File: src/verilog/axi_iso_pkg.sv
// Bus widths, AXI channel structs, request/response bundles and isolation state encoding
package axi_iso_pkg;

  // Bus widths
  localparam int unsigned ADDR_W = 32;
  localparam int unsigned DATA_W = 32;
  localparam int unsigned ID_W   = 4;
  localparam int unsigned LEN_W  = 8;
  localparam int unsigned STRB_W = DATA_W / 8;
  localparam int unsigned RESP_W = 2;

  localparam logic [RESP_W-1:0] RESP_OKAY = 2'b00;

  // Address channels, AR carries no size field here
  typedef struct packed {
    logic [ID_W-1:0]   id;
    logic [ADDR_W-1:0] addr;
    logic [LEN_W-1:0]  len;
    logic [2:0]        size;
  } aw_chan_t;

  typedef struct packed {
    logic [ID_W-1:0]   id;
    logic [ADDR_W-1:0] addr;
    logic [LEN_W-1:0]  len;
  } ar_chan_t;

  // Data and response channels
  typedef struct packed {
    logic [DATA_W-1:0] data;
    logic [STRB_W-1:0] strb;
    logic              last;
  } w_chan_t;

  typedef struct packed {
    logic [ID_W-1:0]   id;
    logic [RESP_W-1:0] resp;
  } b_chan_t;

  typedef struct packed {
    logic [ID_W-1:0]   id;
    logic [DATA_W-1:0] data;
    logic [RESP_W-1:0] resp;
    logic              last;
  } r_chan_t;

  // Everything a master drives
  typedef struct packed {
    aw_chan_t aw;
    logic     aw_valid;
    w_chan_t  w;
    logic     w_valid;
    logic     b_ready;
    ar_chan_t ar;
    logic     ar_valid;
    logic     r_ready;
  } axi_req_t;

  // Everything a slave drives
  typedef struct packed {
    logic     aw_ready;
    logic     w_ready;
    b_chan_t  b;
    logic     b_valid;
    logic     ar_ready;
    r_chan_t  r;
    logic     r_valid;
  } axi_resp_t;

  // Per-direction isolation FSM
  typedef enum logic [1:0] {
    NORMAL,
    HOLD,
    DRAIN,
    ISOLATE
  } iso_state_e;

endpackage
File: src/verilog/axi_isolate.sv
// AXI isolator top level with write and read controllers and their data paths
module axi_isolate import axi_iso_pkg::*; #(
  parameter int unsigned NumPending = 4
) (
  input  logic      clk_i,
  input  logic      rst_n_i,
  // Upstream port
  input  axi_req_t  slv_req_i,
  output axi_resp_t slv_resp_o,
  // Downstream port
  output axi_req_t  mst_req_o,
  input  axi_resp_t mst_resp_i,
  // Level request/acknowledge pair
  input  logic      isolate_i,
  output logic      isolated_o
);

  // Master side outputs
  aw_chan_t mst_aw;
  ar_chan_t mst_ar;
  w_chan_t  mst_w;
  logic     mst_aw_valid, mst_ar_valid, mst_w_valid;
  logic     mst_b_ready, mst_r_ready;
  // Slave side outputs
  b_chan_t  slv_b;
  r_chan_t  slv_r;
  logic     slv_aw_ready, slv_ar_ready, slv_w_ready;
  logic     slv_b_valid, slv_r_valid;
  // Controller and path handshakes
  logic     aw_issue, aw_cut, aw_iso, aw_full, aw_empty;
  logic     ar_issue, ar_cut, ar_iso, ar_full, ar_empty;

  //////////////////////////////
  // Write direction
  //////////////////////////////
  axi_iso_chan_ctrl #(.addr_chan_t(aw_chan_t)) u_aw_ctrl (
    .clk_i, .rst_n_i, .isolate_i,
    .slv_addr_i   (slv_req_i.aw),
    .slv_valid_i  (slv_req_i.aw_valid),
    .slv_ready_o  (slv_aw_ready),
    .mst_addr_o   (mst_aw),
    .mst_valid_o  (mst_aw_valid),
    .mst_ready_i  (mst_resp_i.aw_ready),
    .full_i       (aw_full),
    .empty_i      (aw_empty),
    .addr_issue_o (aw_issue),
    .resp_cut_o   (aw_cut),
    .iso_o        (aw_iso)
  );

  axi_iso_wr_path #(.NumPending(NumPending)) u_wr_path (
    .clk_i, .rst_n_i,
    .aw_issue_i (aw_issue), .resp_cut_i (aw_cut),
    .slv_w_i (slv_req_i.w), .slv_w_valid_i (slv_req_i.w_valid), .slv_w_ready_o (slv_w_ready),
    .mst_w_o (mst_w), .mst_w_valid_o (mst_w_valid), .mst_w_ready_i (mst_resp_i.w_ready),
    .mst_b_i (mst_resp_i.b), .mst_b_valid_i (mst_resp_i.b_valid), .mst_b_ready_o (mst_b_ready),
    .slv_b_o (slv_b), .slv_b_valid_o (slv_b_valid), .slv_b_ready_i (slv_req_i.b_ready),
    .aw_full_o (aw_full), .aw_empty_o (aw_empty)
  );

  //////////////////////////////
  // Read direction
  //////////////////////////////
  axi_iso_chan_ctrl #(.addr_chan_t(ar_chan_t)) u_ar_ctrl (
    .clk_i, .rst_n_i, .isolate_i,
    .slv_addr_i   (slv_req_i.ar),
    .slv_valid_i  (slv_req_i.ar_valid),
    .slv_ready_o  (slv_ar_ready),
    .mst_addr_o   (mst_ar),
    .mst_valid_o  (mst_ar_valid),
    .mst_ready_i  (mst_resp_i.ar_ready),
    .full_i       (ar_full),
    .empty_i      (ar_empty),
    .addr_issue_o (ar_issue),
    .resp_cut_o   (ar_cut),
    .iso_o        (ar_iso)
  );

  axi_iso_rd_path #(.NumPending(NumPending)) u_rd_path (
    .clk_i, .rst_n_i,
    .ar_issue_i (ar_issue), .resp_cut_i (ar_cut),
    .mst_r_i (mst_resp_i.r), .mst_r_valid_i (mst_resp_i.r_valid), .mst_r_ready_o (mst_r_ready),
    .slv_r_o (slv_r), .slv_r_valid_o (slv_r_valid), .slv_r_ready_i (slv_req_i.r_ready),
    .ar_full_o (ar_full), .ar_empty_o (ar_empty)
  );

  // Repack both bundles
  always_comb begin
    mst_req_o.aw        = mst_aw;
    mst_req_o.aw_valid  = mst_aw_valid;
    mst_req_o.w         = mst_w;
    mst_req_o.w_valid   = mst_w_valid;
    mst_req_o.b_ready   = mst_b_ready;
    mst_req_o.ar        = mst_ar;
    mst_req_o.ar_valid  = mst_ar_valid;
    mst_req_o.r_ready   = mst_r_ready;
    slv_resp_o.aw_ready = slv_aw_ready;
    slv_resp_o.w_ready  = slv_w_ready;
    slv_resp_o.b        = slv_b;
    slv_resp_o.b_valid  = slv_b_valid;
    slv_resp_o.ar_ready = slv_ar_ready;
    slv_resp_o.r        = slv_r;
    slv_resp_o.r_valid  = slv_r_valid;
  end

  // Granted only when both directions are quiet
  assign isolated_o = aw_iso && ar_iso;

endmodule

File: src/verilog/axi_iso_rd_path.sv
// Read path with AR counter and R channel gating, counter closed on the last R beat
module axi_iso_rd_path import axi_iso_pkg::*; #(
  parameter int unsigned NumPending = 4
) (
  input  logic    clk_i,
  input  logic    rst_n_i,
  input  logic    ar_issue_i,
  input  logic    resp_cut_i,
  // R channel
  input  r_chan_t mst_r_i,
  input  logic    mst_r_valid_i,
  output logic    mst_r_ready_o,
  output r_chan_t slv_r_o,
  output logic    slv_r_valid_o,
  input  logic    slv_r_ready_i,
  // AR counter state
  output logic    ar_full_o,
  output logic    ar_empty_o
);

  logic r_last_fire;

  // Open reads, one per burst
  axi_iso_pending_cnt #(.NumPending(NumPending)) u_ar_cnt (
    .clk_i,
    .rst_n_i,
    .inc_i   (ar_issue_i),
    .dec_i   (r_last_fire),
    .full_o  (ar_full_o),
    .empty_o (ar_empty_o)
  );

  // R is cut only while fully isolated
  assign slv_r_o       = resp_cut_i ? r_chan_t'('0) : mst_r_i;
  assign slv_r_valid_o = !resp_cut_i && mst_r_valid_i;
  assign mst_r_ready_o = !resp_cut_i && slv_r_ready_i;

  // Only the final beat closes a burst
  assign r_last_fire   = mst_r_valid_i && mst_r_ready_o && mst_r_i.last;

endmodule

File: src/verilog/axi_iso_wr_path.sv
// Write path with AW and W counters, W channel gating and B channel gating
module axi_iso_wr_path import axi_iso_pkg::*; #(
  parameter int unsigned NumPending = 4
) (
  input  logic    clk_i,
  input  logic    rst_n_i,
  input  logic    aw_issue_i,
  input  logic    resp_cut_i,
  // W channel
  input  w_chan_t slv_w_i,
  input  logic    slv_w_valid_i,
  output logic    slv_w_ready_o,
  output w_chan_t mst_w_o,
  output logic    mst_w_valid_o,
  input  logic    mst_w_ready_i,
  // B channel
  input  b_chan_t mst_b_i,
  input  logic    mst_b_valid_i,
  output logic    mst_b_ready_o,
  output b_chan_t slv_b_o,
  output logic    slv_b_valid_o,
  input  logic    slv_b_ready_i,
  // AW counter state
  output logic    aw_full_o,
  output logic    aw_empty_o
);

  logic w_empty;
  logic w_connect;
  logic w_last_fire;
  logic b_fire;

  // Open writes, closed by the B response
  axi_iso_pending_cnt #(.NumPending(NumPending)) u_aw_cnt (
    .clk_i,
    .rst_n_i,
    .inc_i   (aw_issue_i),
    .dec_i   (b_fire),
    .full_o  (aw_full_o),
    .empty_o (aw_empty_o)
  );

  // Bursts still owed data, closed by the last W beat
  // Cannot run ahead of the AW count, so its full flag stays open
  axi_iso_pending_cnt #(.NumPending(NumPending)) u_w_cnt (
    .clk_i,
    .rst_n_i,
    .inc_i   (aw_issue_i),
    .dec_i   (w_last_fire),
    .full_o  (),
    .empty_o (w_empty)
  );

  // W only flows once an AW has been issued, this cycle or before
  assign w_connect     = !w_empty || aw_issue_i;
  assign mst_w_o       = w_connect ? slv_w_i : w_chan_t'('0);
  assign mst_w_valid_o = w_connect && slv_w_valid_i;
  assign slv_w_ready_o = w_connect && mst_w_ready_i;
  assign w_last_fire   = mst_w_valid_o && mst_w_ready_i && mst_w_o.last;

  // B is cut only while fully isolated
  assign slv_b_o       = resp_cut_i ? b_chan_t'('0) : mst_b_i;
  assign slv_b_valid_o = !resp_cut_i && mst_b_valid_i;
  assign mst_b_ready_o = !resp_cut_i && slv_b_ready_i;
  assign b_fire        = mst_b_valid_i && mst_b_ready_o;

endmodule

File: src/verilog/axi_iso_chan_ctrl.sv
// Isolation FSM for one direction with gating of that direction's address channel
module axi_iso_chan_ctrl import axi_iso_pkg::*; #(
  // AW or AR payload
  parameter type addr_chan_t = aw_chan_t
) (
  input  logic       clk_i,
  input  logic       rst_n_i,
  input  logic       isolate_i,
  // Upstream address channel
  input  addr_chan_t slv_addr_i,
  input  logic       slv_valid_i,
  output logic       slv_ready_o,
  // Downstream address channel
  output addr_chan_t mst_addr_o,
  output logic       mst_valid_o,
  input  logic       mst_ready_i,
  // Counter state from the path
  input  logic       full_i,
  input  logic       empty_i,
  // Status towards the path and the top level
  output logic       addr_issue_o,
  output logic       resp_cut_o,
  output logic       iso_o
);

  iso_state_e state_q;
  iso_state_e state_d;

  //////////////////////////////
  // Next state and gating
  //////////////////////////////
  always_comb begin
    state_d     = state_q;
    // Straight through unless a state says otherwise
    mst_addr_o  = slv_addr_i;
    mst_valid_o = slv_valid_i;
    slv_ready_o = mst_ready_i;
    unique case (state_q)
      NORMAL: begin
        if (full_i) begin
          // No room for another open transaction
          mst_valid_o = 1'b0;
          slv_ready_o = 1'b0;
          if (isolate_i) begin
            state_d = DRAIN;
          end
        end else if (slv_valid_i && !mst_ready_i) begin
          // Offered but not taken, the valid must stay up
          state_d = HOLD;
        end else if (isolate_i) begin
          state_d = DRAIN;
        end
      end
      HOLD: begin
        // Payload is stable since upstream valid is held too
        mst_valid_o = 1'b1;
        if (mst_ready_i) begin
          state_d = isolate_i ? DRAIN : NORMAL;
        end
      end
      DRAIN: begin
        // No new addresses, wait for open ones to finish
        mst_addr_o  = '0;
        mst_valid_o = 1'b0;
        slv_ready_o = 1'b0;
        if (empty_i) begin
          state_d = ISOLATE;
        end
      end
      ISOLATE: begin
        mst_addr_o  = '0;
        mst_valid_o = 1'b0;
        slv_ready_o = 1'b0;
        // Release on the level of isolate_i
        if (!isolate_i) begin
          state_d = NORMAL;
        end
      end
      default: begin
        state_d = ISOLATE;
      end
    endcase
  end

  // Comes out of reset isolated
  always_ff @(posedge clk_i) begin
    if (!rst_n_i) begin
      state_q <= ISOLATE;
    end else begin
      state_q <= state_d;
    end
  end

  //////////////////////////////
  // Status
  //////////////////////////////
  // Counted once, when first offered downstream; HOLD does not count again
  assign addr_issue_o = (state_q == NORMAL) && mst_valid_o;
  assign resp_cut_o   = (state_q == ISOLATE);
  assign iso_o        = (state_q == ISOLATE);

endmodule

File: src/verilog/axi_iso_pending_cnt.sv
// Up/down counter of open transactions with full and empty flags
module axi_iso_pending_cnt #(
  // Most transactions that may be open at once
  parameter int unsigned NumPending = 4
) (
  input  logic clk_i,
  input  logic rst_n_i,
  input  logic inc_i,
  input  logic dec_i,
  output logic full_o,
  output logic empty_o
);

  // Room for 0 up to NumPending
  localparam int unsigned CntW = $clog2(NumPending + 1);

  logic [CntW-1:0] cnt_q;
  logic [CntW-1:0] cnt_d;

  // Both at once cancel out
  always_comb begin
    cnt_d = cnt_q;
    if (inc_i && !dec_i) begin
      cnt_d = cnt_q + CntW'(1);
    end else if (dec_i && !inc_i) begin
      cnt_d = cnt_q - CntW'(1);
    end
  end

  always_ff @(posedge clk_i) begin
    if (!rst_n_i) begin
      cnt_q <= '0;
    end else begin
      cnt_q <= cnt_d;
    end
  end

  // Flags come straight from the register
  assign full_o  = (cnt_q == CntW'(NumPending));
  assign empty_o = (cnt_q == '0);

endmodule

File: config.mk
export PLATFORM = sky130hd
export DESIGN_NAME = axi_isolate
export DESIGN_NICKNAME = d
export VERILOG_FILES = /design/src/verilog/axi_iso_pkg.sv /design/src/verilog/axi_isolate.sv /design/src/verilog/axi_iso_rd_path.sv /design/src/verilog/axi_iso_wr_path.sv /design/src/verilog/axi_iso_chan_ctrl.sv /design/src/verilog/axi_iso_pending_cnt.sv
export SDC_FILE = /design/constraint.sdc
export NUM_CORES = 1
export LEC_CHECK = 0
export BUFFER_PORTS_ARGS = -buffer_cell sky130_fd_sc_hd__buf_4
export CORE_AREA = 8 8 138 140
export DETAILED_ROUTE_END_ITERATION = 10
export DIE_AREA = 0 0 146 148
export HOLD_SLACK_MARGIN = 0.1
export SLEW_MARGIN = 20
export SYNTH_ARGS = -nofsm -noshare
export SYNTH_HDL_FRONTEND = slang
export SYNTH_SLANG_ARGS = --single-unit
File: constraint.sdc
create_clock -name clk_i -period 3.1 [get_ports clk_i]
set_input_delay 0 -clock clk_i [delete_from_list [all_inputs] [get_ports clk_i]]
set_output_delay 0 -clock clk_i [all_outputs]
set_load 0.05 [all_outputs]
======== Word level (Yosys, flattened, before mapping) ========
Index checks and enable logic that the tools add are counted.
operators by class
  equality and inequality tests ........... 14
  reductions and logical operators ........ 45
  add/subtract/negate cells ............... 6
  muxes and demuxes ....................... 33
operators by type and width
  kind                 number
  $mux 47              1
  $mux 44              1
  $mux 39              1
  $mux 37              1
  $mux 2               12
  $logic_and 1x1->1    22
  $mux 3               6
  $pmux 2 s4           2
  $ne 2x2->1 const B   6
  $logic_not 1->1      10
  $add 3x1->3 const B  3
  $logic_not 3->1      3
  $sub 3x1->3 const B  3
  $eq 2x2->1 const B   4
  $eq 3x3->1 const B   2
  $mux 6               1
  $pmux 1 s3           2
  $reduce_and 3->1     2
  $reduce_bool 2->1    3
  $eq 2x1->1 const B   2
  $logic_not 2->1      2
  $mux 1               4
  $pmux 1 s2           2
  $reduce_or 2->1      2
  $logic_or 1x1->1     1
word-level totals
  output and inout bits ................... 184
  flip-flop bits (word level) ............. 13
  logic and storage cells ................. 103
  input bits .............................. 186

======== Longest topological paths before layout ========
Gate-level depths: netlist of run 1.
  depth in word-level cells ............... 11
  depth in mapped cells ................... 11

======== By module ========
From an unflattened synthesis of run 1, not the netlist that was laid out.
unflattened totals
  cell total of the unflattened synthesis .. 306
  area, all modules ....................... 2,228.4 um^2
modules (own cells, without submodules)
  module                         cells an instance  instances  seq. area each (um^2)  area each (um^2)
  axi_iso_pending_cnt            17                 3          60.1                   171.4
  axi_iso_chan_ctrl (u_aw_ctrl)  74                 1          40.0                   503.0
  axi_iso_chan_ctrl (u_ar_ctrl)  70                 1          40.0                   456.7
  axi_iso_wr_path                54                 1          0.0                    386.6
  axi_iso_rd_path                46                 1          0.0                    286.5
  axi_isolate                    11                 1          0.0                    81.3

======== Least setup slack after synthesis of run 1 ========
No wires, ideal clock.
  path kind ............................... reg-to-reg
  from .................................... reg u_wr_path.u_aw_cnt.cnt_q[0]
  to ...................................... reg u_wr_path.u_w_cnt.cnt_q[2]
  cell stages (with the launch flop) ...... 11
  slack ................................... 569 ps
  clock period less this slack ............ 2,531 ps
  arrival ................................. 2,460 ps
  data required time ...................... 3,029 ps
  cells stage by stage .................... dfxtp_1 or3b_4 a31o_4 buf_6 nand4_1 ha_1 inv_1 fa_1 xor2_1 or3_1 a21oi_1
between the ends
  cells in the longest elaborated chain, start to end .. 11
  elaborated cells between the ends (all ways) .. 15
RTL lines
  item                                         RTL line                   source
  start, declared                              axi_iso_pending_cnt.sv:17  logic [CntW-1:0] cnt_q;
  start signal, assigned                       axi_iso_pending_cnt.sv:34  cnt_q <= cnt_d;
  $eq 3x3->1 *                                 axi_iso_pending_cnt.sv:39  assign full_o = (cnt_q == CntW'(NumPending));
  $mux 1 *                                     axi_iso_chan_ctrl.sv:40    if (full_i) begin
  $pmux 1 s3 *                                 axi_iso_chan_ctrl.sv:38    unique case (state_q)
  $logic_and 1x1->1 *                          axi_iso_chan_ctrl.sv:98    assign addr_issue_o = (state_q == NORMAL) && mst_valid_o;
  $logic_or 1x1->1                             axi_iso_wr_path.sv:55      assign w_connect = !w_empty || aw_issue_i;
  $logic_and 1x1->1                            axi_iso_wr_path.sv:57      assign mst_w_valid_o = w_connect && slv_w_valid_i;
  $logic_and 1x1->1 (2 in series)              axi_iso_wr_path.sv:59      assign w_last_fire = mst_w_valid_o && mst_w_ready_i && mst_w_o.last;
  $logic_not 1->1                              axi_iso_pending_cnt.sv:23  if (inc_i && !dec_i) begin
  $logic_and 1x1->1                            axi_iso_pending_cnt.sv:23
  $mux 3 or $reduce_bool 2->1 (tied branches)  n/a
  end signal, assigned                         axi_iso_pending_cnt.sv:34
  end, declared                                axi_iso_pending_cnt.sv:17
Mark *: on every way between the ends. The rest lies on a longest branch, timed or not.
A chain may end at the register's enable or synchronous reset.

======== Worst setup path in the final report of run 1 ========
Ends and elaborated chain as after synthesis.

==> out/qor.yml, run 1 <==
sta:
  rsz0062_at_grt: "false"
  fin_worst_skew_ns: 0.00370
  fmax_mhz: 373
  hold_violations: 0
  fin_hold_ws_ns: 0.213
  worst_pin_slew_ns: 0.473
  slew_violations: 0
  finalCritPeriodShare_pct: 86.5
  setup_violations: 0
  relSlewSlack_pct: 68.5
  fin_crit_ns: 2.68
  tns_ns: 0
cells_and_area:
  nFillCells: 1860
  drive_above_1_share_pct: 63.3
  diodes: 0
  final_util_pct: 30.5
  nNetsFinal: 839
  layout.cells.non_filler: 871
  multi_input_area_sq_um: 1680
  area_growth_pct: 140
  regArea_sq_um: 263
critical_path:
  crit_chain: "or3b_4, a31o_4, nand4_1, ha_1, inv_1, fa_1, xor2_1, or3_1, a21oi_1"
  reg2reg_from: "u_wr_path.u_aw_cnt.cnt_q[0]"
  critPathArrivalTime_ns: 2.85
  timing.rr.end: "u_wr_path.u_w_cnt.cnt_q[2]"
  r2r_cells: 9
  cp.required_ns: 3.27
  crit_family: "simple AND/OR/NAND/NOR gates"
  path_class: "flip-flop to flip-flop"
  cp-start-kind: "flip-flop"
  worst_setup_path_end_kind: "flip-flop"
  rrSetupSlack_ns: 0.42
  crit_fanout: 40
  max_stage_delay_ns: 0.43
  critPathSlowestCell: "or3b_4"
  path_buf_inv: 1
outcome:
  status: "finished clean"
placement:
  io_buffers: 369
  dpl.cell_count: 862
  routabilityCongestion: 0.796
  dp_hpwl_mm: 13.0
synth:
  ys_ff_latch: 13
  synthCells: 297
  syn_nets: 489
  ys_async_sr_fraction_pct: 0
  synth_edf_count: 0
  yosys_most_used_dff: "dfxtp_1"
  synth_seq_area_share_pct: 12.1
  synth.avg_cell_area_sq_um: 7.25
  yosys_warnings: 0
  syn_area_sq_um: 2150
  synthDistinctLibCells: 33
pwr:
  fin_total_pwr_uw: 3780
  p_sw_uw: 2360
  powerDensity_nw_per_um2: 731
  p_comb_share_pct: 86.7
  vdd_drop_max_v: 0.000314
  p_leak_uw: 0.00275
  p_int_uw: 1420
  swShare_pct: 62.5
  share_seq_of_total_power_pct: 6.7
  clkPwrFrac_pct: 6.6
clock_tree:
  numCtsBuffers: 3
  cts.repair.resized: 0
  cts_buffer_depth: 2
  clock_latency_ns: 0.24
  clkSlewWorstSetupHoldPaths_ns: 0.05
  h-tree-depth: 1
  cts_setup_buffers: 0
  cts.sinks: 13
  cts_root_buffer: "clkbuf_16"
  cts_tree: "built"
  postCtsHoldBufs: 5
routing:
  dr.first_iter.drc_count: 88
  ant_nets: 0
  drc_errors: 0
  vias: 3237
  avgViaCountPerCell: 3.72
  routedWlPerCell_microns: 16.6
  wirelength_mm: 14.5
  drtPass1Iterations: 4
floorplan:
  num_rows: 48
  ios: 370
  die_area_sq_um: 21600
  dieWidth_microns: 146
  start_util_pct: 12.7
  die_h_microns: 148
  core_area_sq_um: 16900
worst_hold_path:
  hold_start: "rst_n_i"
  worstHoldPathType: "input port to flip-flop"
  holdPathEnd: "u_rd_path.u_ar_cnt.cnt_q[0]"
  holdPathStages: 3
global_routing:
  overflow: 0
  met2_usage_pct: 21.7
  grtUsageMet1_pct: 13.3
  first_global_vias: 3469
  grt_usage_pct: 12.1
  grt.busiest_layer: "met2"
  grt_use_met3_pct: 5.38
  grt_pass1_wl_mm: 21.0
  grt_max_degree: 49
  antenna_found_initial: 0
run:
  drv_cap: 0
==> worst reg2reg max path, stage by stage, from the launching register on <==
cell	delay, ns
dfxtp_1	0.35
or3b_4	0.43
a31o_4	0.38
nand4_1	0.15
ha_1	0.19
inv_1	0.07
fa_1	0.42
xor2_1	0.18
or3_1	0.30
a21oi_1	0.14
==> metal layers <==
layer,up-vias,share of wire [%]
li1,1611,-
met1,1402,38
met2,222,50
met3,2,12
met4,0,0.37
met5,-,0
==> cell usage after synthesis (all sizes together), types with 2 or more instances <==
cell type,instances,area [sq um]
a21oi,7,35.0
or3,4,25.0
nor2,10,37.5
inv,7,26.3
a31oi,2,12.5
dfxtp,13,260
or3b,2,20.0
o311ai,2,17.5
buf,14,120
nand2,6,22.5
clkbuf,18,67.6
o21ai,3,15.0
a211oi,2,15.0
nor4,2,12.5
fa,3,60.1
xor2,6,52.6
mux2i,3,30.0
and2,88,623
ha,3,37.5
o211a,2,20.0
nor2b,91,569
==> area by class of cell <==
cell class / count / share of cell area (%)
multi-input cells: 245 / 32.5
clock buffers: 4 / 1.52
well taps: 225 / 5.44
inverters: 7 / 0.508
repair buffers: 377 / 55.0
flip-flops and latches: 13 / 5.08
==> through the flow <==
step / worst slack [ns] / instance area (sq um)
global route: 0.221 / 5170
CTS: 0.392 / 5170
floorplan: 0.569 / 2150
detailed placement: 0.411 / 5040
global placement: 0.448 / 5040
finish: 0.419 / 5170
==> flip-flops by register name, indices dropped and copies added, names as in the netlist <==
signal / flops
u_rd_path.u_ar_cnt.cnt_q: 3
u_wr_path.u_aw_cnt.cnt_q: 3
u_wr_path.u_w_cnt.cnt_q: 3
u_ar_ctrl.state_q: 2
u_aw_ctrl.state_q: 2
==> kinds of logic after synthesis <==
group | share of synthesized area, %
buffers and inverters | 9.93
muxes | 1.39
and+or+nand+nor | 62.2
AOI/OAI and AO/OA | 7.43
adders and majority gates | 4.53
DFF | 12.1
xor gates and xnor gates | 2.44
==> layout by cell type (no fill, tap or decap), types with 2 or more instances in the layout <==
cell           count
buf_4            372
nor2b_1           91
and2_1            59
and2_4            29
dfxtp_1           11
nor2_1            10
a21oi_1            7
inv_1              7
nand2_1            6
xor2_1             6
dlygate4sd3_1      5
or3_1              4
mux2i_1            3
o21ai_0            3
fa_1               3
ha_1               3
clkbuf_16          3
o211a_1            2
nor4_1             2
a31oi_1            2
o311ai_0           2
a211oi_1           2
dfxtp_2            2
==> how the worst max path moves through the flow <==
stage,start,endpoint,depth (start not counted)
6_report,u_wr_path.u_aw_cnt.cnt_q[0],u_wr_path.u_w_cnt.cnt_q[2],9
5_1_grt,u_wr_path.u_aw_cnt.cnt_q[0],u_wr_path.u_w_cnt.cnt_q[2],9
4_1_cts,u_wr_path.u_aw_cnt.cnt_q[0],u_wr_path.u_w_cnt.cnt_q[2],9
3_5_place_dp,u_wr_path.u_aw_cnt.cnt_q[0],u_wr_path.u_w_cnt.cnt_q[2],9
3_3_place_gp,u_wr_path.u_aw_cnt.cnt_q[0],u_wr_path.u_w_cnt.cnt_q[2],9
2_1_floorplan,u_wr_path.u_aw_cnt.cnt_q[0],u_wr_path.u_w_cnt.cnt_q[2],10
==> power by group through the flow <==
stage                     logic (uW)  registers (uW)  clock network [uW]
after global routing            3440             260                 263
after detailed placement        3310             254                   0
after CTS                       3330             251                 254
after floorplan                 2350             226                   0
after global placement          3310             253                   0
final                           3280             252                 251
Note: power is estimated with default switching activity, not from simulation.
==> run 2: changes to the inputs <==
--- a/config.mk
+++ b/config.mk
@@ -7,6 +7,7 @@
 export LEC_CHECK = 0
 export BUFFER_PORTS_ARGS = -buffer_cell sky130_fd_sc_hd__buf_4
 export CORE_AREA = 8 8 138 140
+export CTS_BUF_LIST = sky130_fd_sc_hd__clkbuf_16
 export DETAILED_ROUTE_END_ITERATION = 10
 export DIE_AREA = 0 0 146 148
 export HOLD_SLACK_MARGIN = 0.1
==> constraint.sdc (replaced) <==
create_clock -name clk_i -period 3.2 [get_ports clk_i]
set_input_delay 0 -clock clk_i [delete_from_list [all_inputs] [get_ports clk_i]]
set_output_delay 0 -clock clk_i [all_outputs]
set_load 0.05 [all_outputs]
==> out/qor.yml, run 2 (synthesis gave the netlist of run 1 again) <==
outcome:
  status: "finished clean"
cells_and_area:
  top_regs: "u_rd_path.u_ar_cnt.cnt_q: 3 flops, u_wr_path.u_aw_cnt.cnt_q: 3 flops, u_wr_path.u_w_cnt.cnt_q: 3 flops"
  final_util_pct: 30.5
  layout_commonest_cell: "buf_4"
  mostFrequentLayoutCells: "buf_4, nor2b_1, and2_1, and2_4, dfxtp_1"
  area_growth_pct: 140
  drive_above_1_share_pct: 63.4
  diodes: 0
  nNetsFinal: 838
global_routing:
  grt_pass1_wl_mm: 20.7
  first_global_vias: 3367
  grt_max_degree: 49
  grt_usage_pct: 12.0
  overflow: 0
  antenna_found_initial: 0
pwr:
  p_leak_uw: 0.00275
  powerDensity_nw_per_um2: 708
  vdd_drop_max_v: 0.000291
sta:
  hold_violations: 0
  setup_ws_ns: 0.520
  tns_ns: 0
  fmax_mhz: 373
  fin_hold_ws_ns: 0.212
  setup_violations: 0
  fin_crit_ns: 2.68
  fin_worst_skew_ns: 0.00428
  relSlewSlack_pct: 68.2
  worst_pin_slew_ns: 0.478
  rsz0062_at_grt: "false"
  slew_violations: 0
  finalCritPeriodShare_pct: 83.8
routing:
  wirelength_mm: 14.3
  drtPass1Iterations: 4
  dr.first_iter.drc_count: 91
  drc_errors: 0
  avgViaCountPerCell: 3.67
  vias: 3192
  routedWlPerCell_microns: 16.5
  ant_nets: 0
critical_path:
  path_class: "flip-flop to flip-flop"
  critPathArrivalTime_ns: 2.85
  crit_chain: "or3b_4, a31o_4, nand4_1, ha_1, inv_1, fa_1, xor2_1, or3_1, a21oi_1"
  max_stage_delay_ns: 0.43
  cp-start-kind: "flip-flop"
  cp.required_ns: 3.37
  crit_fanout: 40
  critPathSlowestCell: "or3b_4"
  worst_setup_path_end_kind: "flip-flop"
floorplan:
  core_area_sq_um: 16900
  die_h_microns: 148
  num_rows: 48
  dieWidth_microns: 146
  die_area_sq_um: 21600
  ios: 370
  start_util_pct: 12.7
run:
  drv_cap: 0
clock_tree:
  cts.sinks: 13
  cts_buffer_depth: 2
  cts_setup_buffers: 0
  clkSlewWorstSetupHoldPaths_ns: 0.05
  cts_tree: "built"
  clock_latency_ns: 0.24
  numCtsBuffers: 3
  cts_root_buffer: "clkbuf_16"
  h-tree-depth: 1
  cts.repair.resized: 0
placement:
  io_buffers: 369
  routabilityCongestion: 0.793
  pre_cts_ws_ns: 0.514
  dp_hpwl_mm: 13.1
worst_hold_path:
  worstHoldPathType: "input port to flip-flop"
## run 2: power by group
part / switching, uW / total, uW / internal (uW)
registers: 47.9 / 245 / 197
logic: 2170 / 3170 / 1010
clock network: 71.7 / 237 / 165
total: 2290 / 3650 / 1370
## run 2: repair_timing
item / CTS / global route
endpoints found under the setup margin: 0 / 0
hold buffers: 4 / 0
hold endpoints to repair: 4 / 0
## run 2: path summary, 6_finish.rpt
check,start,slack [ns],depth (start not counted),to
worst max-delay path,u_wr_path.u_aw_cnt.cnt_q[0],0.52,9,u_wr_path.u_w_cnt.cnt_q[2]
worst min register to register,u_wr_path.u_w_cnt.cnt_q[2],0.50,2,u_wr_path.u_w_cnt.cnt_q[2]
worst min-delay path,rst_n_i,0.21,3,u_rd_path.u_ar_cnt.cnt_q[0]
worst max register to register,u_wr_path.u_aw_cnt.cnt_q[0],0.52,9,u_wr_path.u_w_cnt.cnt_q[2]
## run 2: final cells by class
type | count | area (sq um)
Clock buffer | 3 | 75.1
Multi-Input combinational cell | 245 | 1680
Fill cell | 1824 | 11800
Timing Repair Buffer | 376 | 2830
Inverter | 7 | 26.3
Clock inverter | 1 | 3.75
Tap cell | 225 | 282
Sequential cell | 13 | 263
## run 2: metrics by stage
stage,cells,total power [uW],area (sq um)
after detailed placement,862,3450,5040
final,870,3650,5160
after CTS,870,3710,5160
after global routing,870,3830,5160
after global placement,862,3450,5040
after floorplan,297,2490,2150
## run 2: per-layer routing
layer | up-vias | global-route usage (%) | part of all wire, %
li1 | 1611 | - | -
met1 | 1355 | 13.3 | 39
met2 | 224 | 21.6 | 49
met3 | 2 | 5.04 | 11
met4 | 0 | 1.24 | 0.38
met5 | - | 0 | 0
## run 2: critical path, delay by kind of cell, from the launching register on
kind | cells | cell delay [ns]
and+or+nand+nor | 3 | 0.89
adders and majority gates | 2 | 0.61
AOI/OAI and AO/OA | 2 | 0.52
DFF | 1 | 0.35
xor gates and xnor gates | 1 | 0.17
buffers and inverters | 1 | 0.07
==> run 3: changes to the inputs <==
==> constraint.sdc (replaced) <==
create_clock -name clk_i -period 2.4 [get_ports clk_i]
set_input_delay 0 -clock clk_i [delete_from_list [all_inputs] [get_ports clk_i]]
set_output_delay 0 -clock clk_i [all_outputs]
set_load 0.05 [all_outputs]
==> out/qor.yml, run 3 (synthesis gave the netlist of run 1 again) <==
placement:
  dp_hpwl_mm: 12.4
  routabilityCongestion: 0.780
  io_buffers: 369
routing:
  drtPass1Iterations: 4
  ant_nets: 0
  avgViaCountPerCell: 3.67
  wirelength_mm: 13.9
  drc_errors: 0
  routedWlPerCell_microns: 15.9
  vias: 3209
  dr.first_iter.drc_count: 62
critical_path:
  crit_fanout: 4
  path_class: "flip-flop to flip-flop"
  critPathArrivalTime_ns: 2.48
  cp.required_ns: 2.58
  rrSetupSlack_ns: 0.1
  cp-start-kind: "flip-flop"
  r2r_cells: 9
  reg2reg_from: "u_wr_path.u_aw_cnt.cnt_q[2]"
  worst_setup_path_end_kind: "flip-flop"
  timing.rr.end: "u_wr_path.u_w_cnt.cnt_q[2]"
sta:
  finalCritPeriodShare_pct: 96.0
  slew_violations: 0
  hold_violations: 0
  fin_crit_ns: 2.30
  tns_ns: 0
  relSlewSlack_pct: 66.8
  fmax_mhz: 434
  worst_pin_slew_ns: 0.499
  fin_worst_skew_ns: 0.00430
  setup_violations: 0
floorplan:
  die_h_microns: 148
  dieWidth_microns: 146
  core_area_sq_um: 16900
  ios: 370
  die_area_sq_um: 21600
  start_util_pct: 12.7
  num_rows: 48
pwr:
  share_seq_of_total_power_pct: 6.5
  powerDensity_nw_per_um2: 939
  clkPwrFrac_pct: 6.6
  p_comb_share_pct: 86.9
  p_leak_uw: 0.00277
  p_int_uw: 1850
  swShare_pct: 62.1
  vdd_drop_max_v: 0.000414
  fin_total_pwr_uw: 4890
  p_sw_uw: 3040
worst_hold_path:
  holdPathStages: 3
  hold_start: "rst_n_i"
  holdPathEnd: "u_rd_path.u_ar_cnt.cnt_q[0]"
  worstHoldPathType: "input port to flip-flop"
global_routing:
  grt_pass1_wl_mm: 19.9
  antenna_found_initial: 0
  overflow: 0
  grt_max_degree: 51
  first_global_vias: 3335
  grt_usage_pct: 11.5
cells_and_area:
  top_regs: "u_rd_path.u_ar_cnt.cnt_q: 3 flops, u_wr_path.u_aw_cnt.cnt_q: 3 flops, u_wr_path.u_w_cnt.cnt_q: 3 flops"
  final_util_pct: 30.8
  regArea_sq_um: 267
  drive_above_1_share_pct: 64.8
  multi_input_area_sq_um: 1690
  area_growth_pct: 142
  layout_commonest_cell: "buf_4"
  nNetsFinal: 843
  diodes: 0
  mostFrequentLayoutCells: "buf_4, nor2b_1, and2_1, and2_4, nor2_1"
  nFillCells: 1865
clock_tree:
  clkSlewWorstSetupHoldPaths_ns: 0.05
  cts.sinks: 13
  numCtsBuffers: 3
  h-tree-depth: 1
  cts_buffer_depth: 2
  clock_latency_ns: 0.24
  cts_root_buffer: "clkbuf_16"
  cts_tree: "built"
outcome:
  status: "finished clean"
run:
  drv_cap: 0
-- run 3: cell types whose count changed in the layout (fill, tap and decap cells not counted), sizes merged --
cell	previous run	this run
buf	372	377
-- run 3: repair_timing --
action	4_1_cts	5_1_grt
endpoints found under the hold margin	4	0
setup buffers	0	1
hold buffers	4	0
resized for setup	0	2
setup endpoints to repair	0	1
-- run 3: worst max path at each step --
stage	startpoint	endpoint	depth (start not counted)
after floorplan	u_wr_path.u_aw_cnt.cnt_q[1]	u_wr_path.u_w_cnt.cnt_q[2]	10
after global placement	u_wr_path.u_aw_cnt.cnt_q[1]	u_wr_path.u_w_cnt.cnt_q[2]	9
after detailed placement	u_wr_path.u_aw_cnt.cnt_q[2]	u_wr_path.u_w_cnt.cnt_q[2]	9
after CTS	u_wr_path.u_aw_cnt.cnt_q[1]	u_wr_path.u_w_cnt.cnt_q[2]	9
after global routing	u_wr_path.u_aw_cnt.cnt_q[2]	u_wr_path.u_w_cnt.cnt_q[2]	9
final	u_wr_path.u_aw_cnt.cnt_q[2]	u_wr_path.u_w_cnt.cnt_q[2]	9
-- run 3: layout make-up --
cell class / instances / area share (%)
Inverter: 7 / 0.504
Clock inverter: 1 / 0.0720
Timing Repair Buffer: 381 / 55.1
Clock buffer: 3 / 1.44
Multi-Input combinational cell: 245 / 32.4
Tap cell: 225 / 5.40
Sequential cell: 13 / 5.11
-- run 3: routing by layer --
metal  share of wire, %  GRT usage [%]  vias up
met2                 49           20.8      207
met1                 38           12.1     1373
met4               0.49           1.55        0
met3                 12           5.59        4
li1                   -              -     1625
met5                  0              0        -
-- run 3: power by group through the flow --
| stage | logic (uW) | clock network [uW] | registers (uW) |
|---|---|---|---|
| final | 4250 | 321 | 319 |
| after global routing | 4460 | 343 | 329 |
| after CTS | 4310 | 333 | 318 |
| after detailed placement | 4290 | 0 | 322 |
| after global placement | 4290 | 0 | 318 |
| after floorplan | 3030 | 0 | 294 |
-- run 3: critical path: stages, from the launching register on --
cell and delay, ns:
dfxtp_2 0.33, or3b_4 0.40, a31o_4 0.23, nand4_1 0.09, ha_2 0.19, inv_2 0.04
fa_2 0.37, xor2_1 0.15, or3_1 0.32, a21oi_2 0.12
-- run 3: per-stage QoR --
| step | std cells | setup WS [ns] | instance area [sq um] | hold WS [ns] |
|---|---|---|---|---|
| after floorplan | 297 | 0.00312 | 2160 | 0.118 |
| after global placement | 866 | 0.0870 | 5080 | 0.287 |
| after detailed placement | 866 | 0.0591 | 5080 | 0.303 |
| after CTS | 874 | 0.0471 | 5200 | 0.232 |
| after global routing | 875 | -0.0100 | 5210 | 0.286 |
| final | 875 | 0.0952 | 5210 | 0.240 |
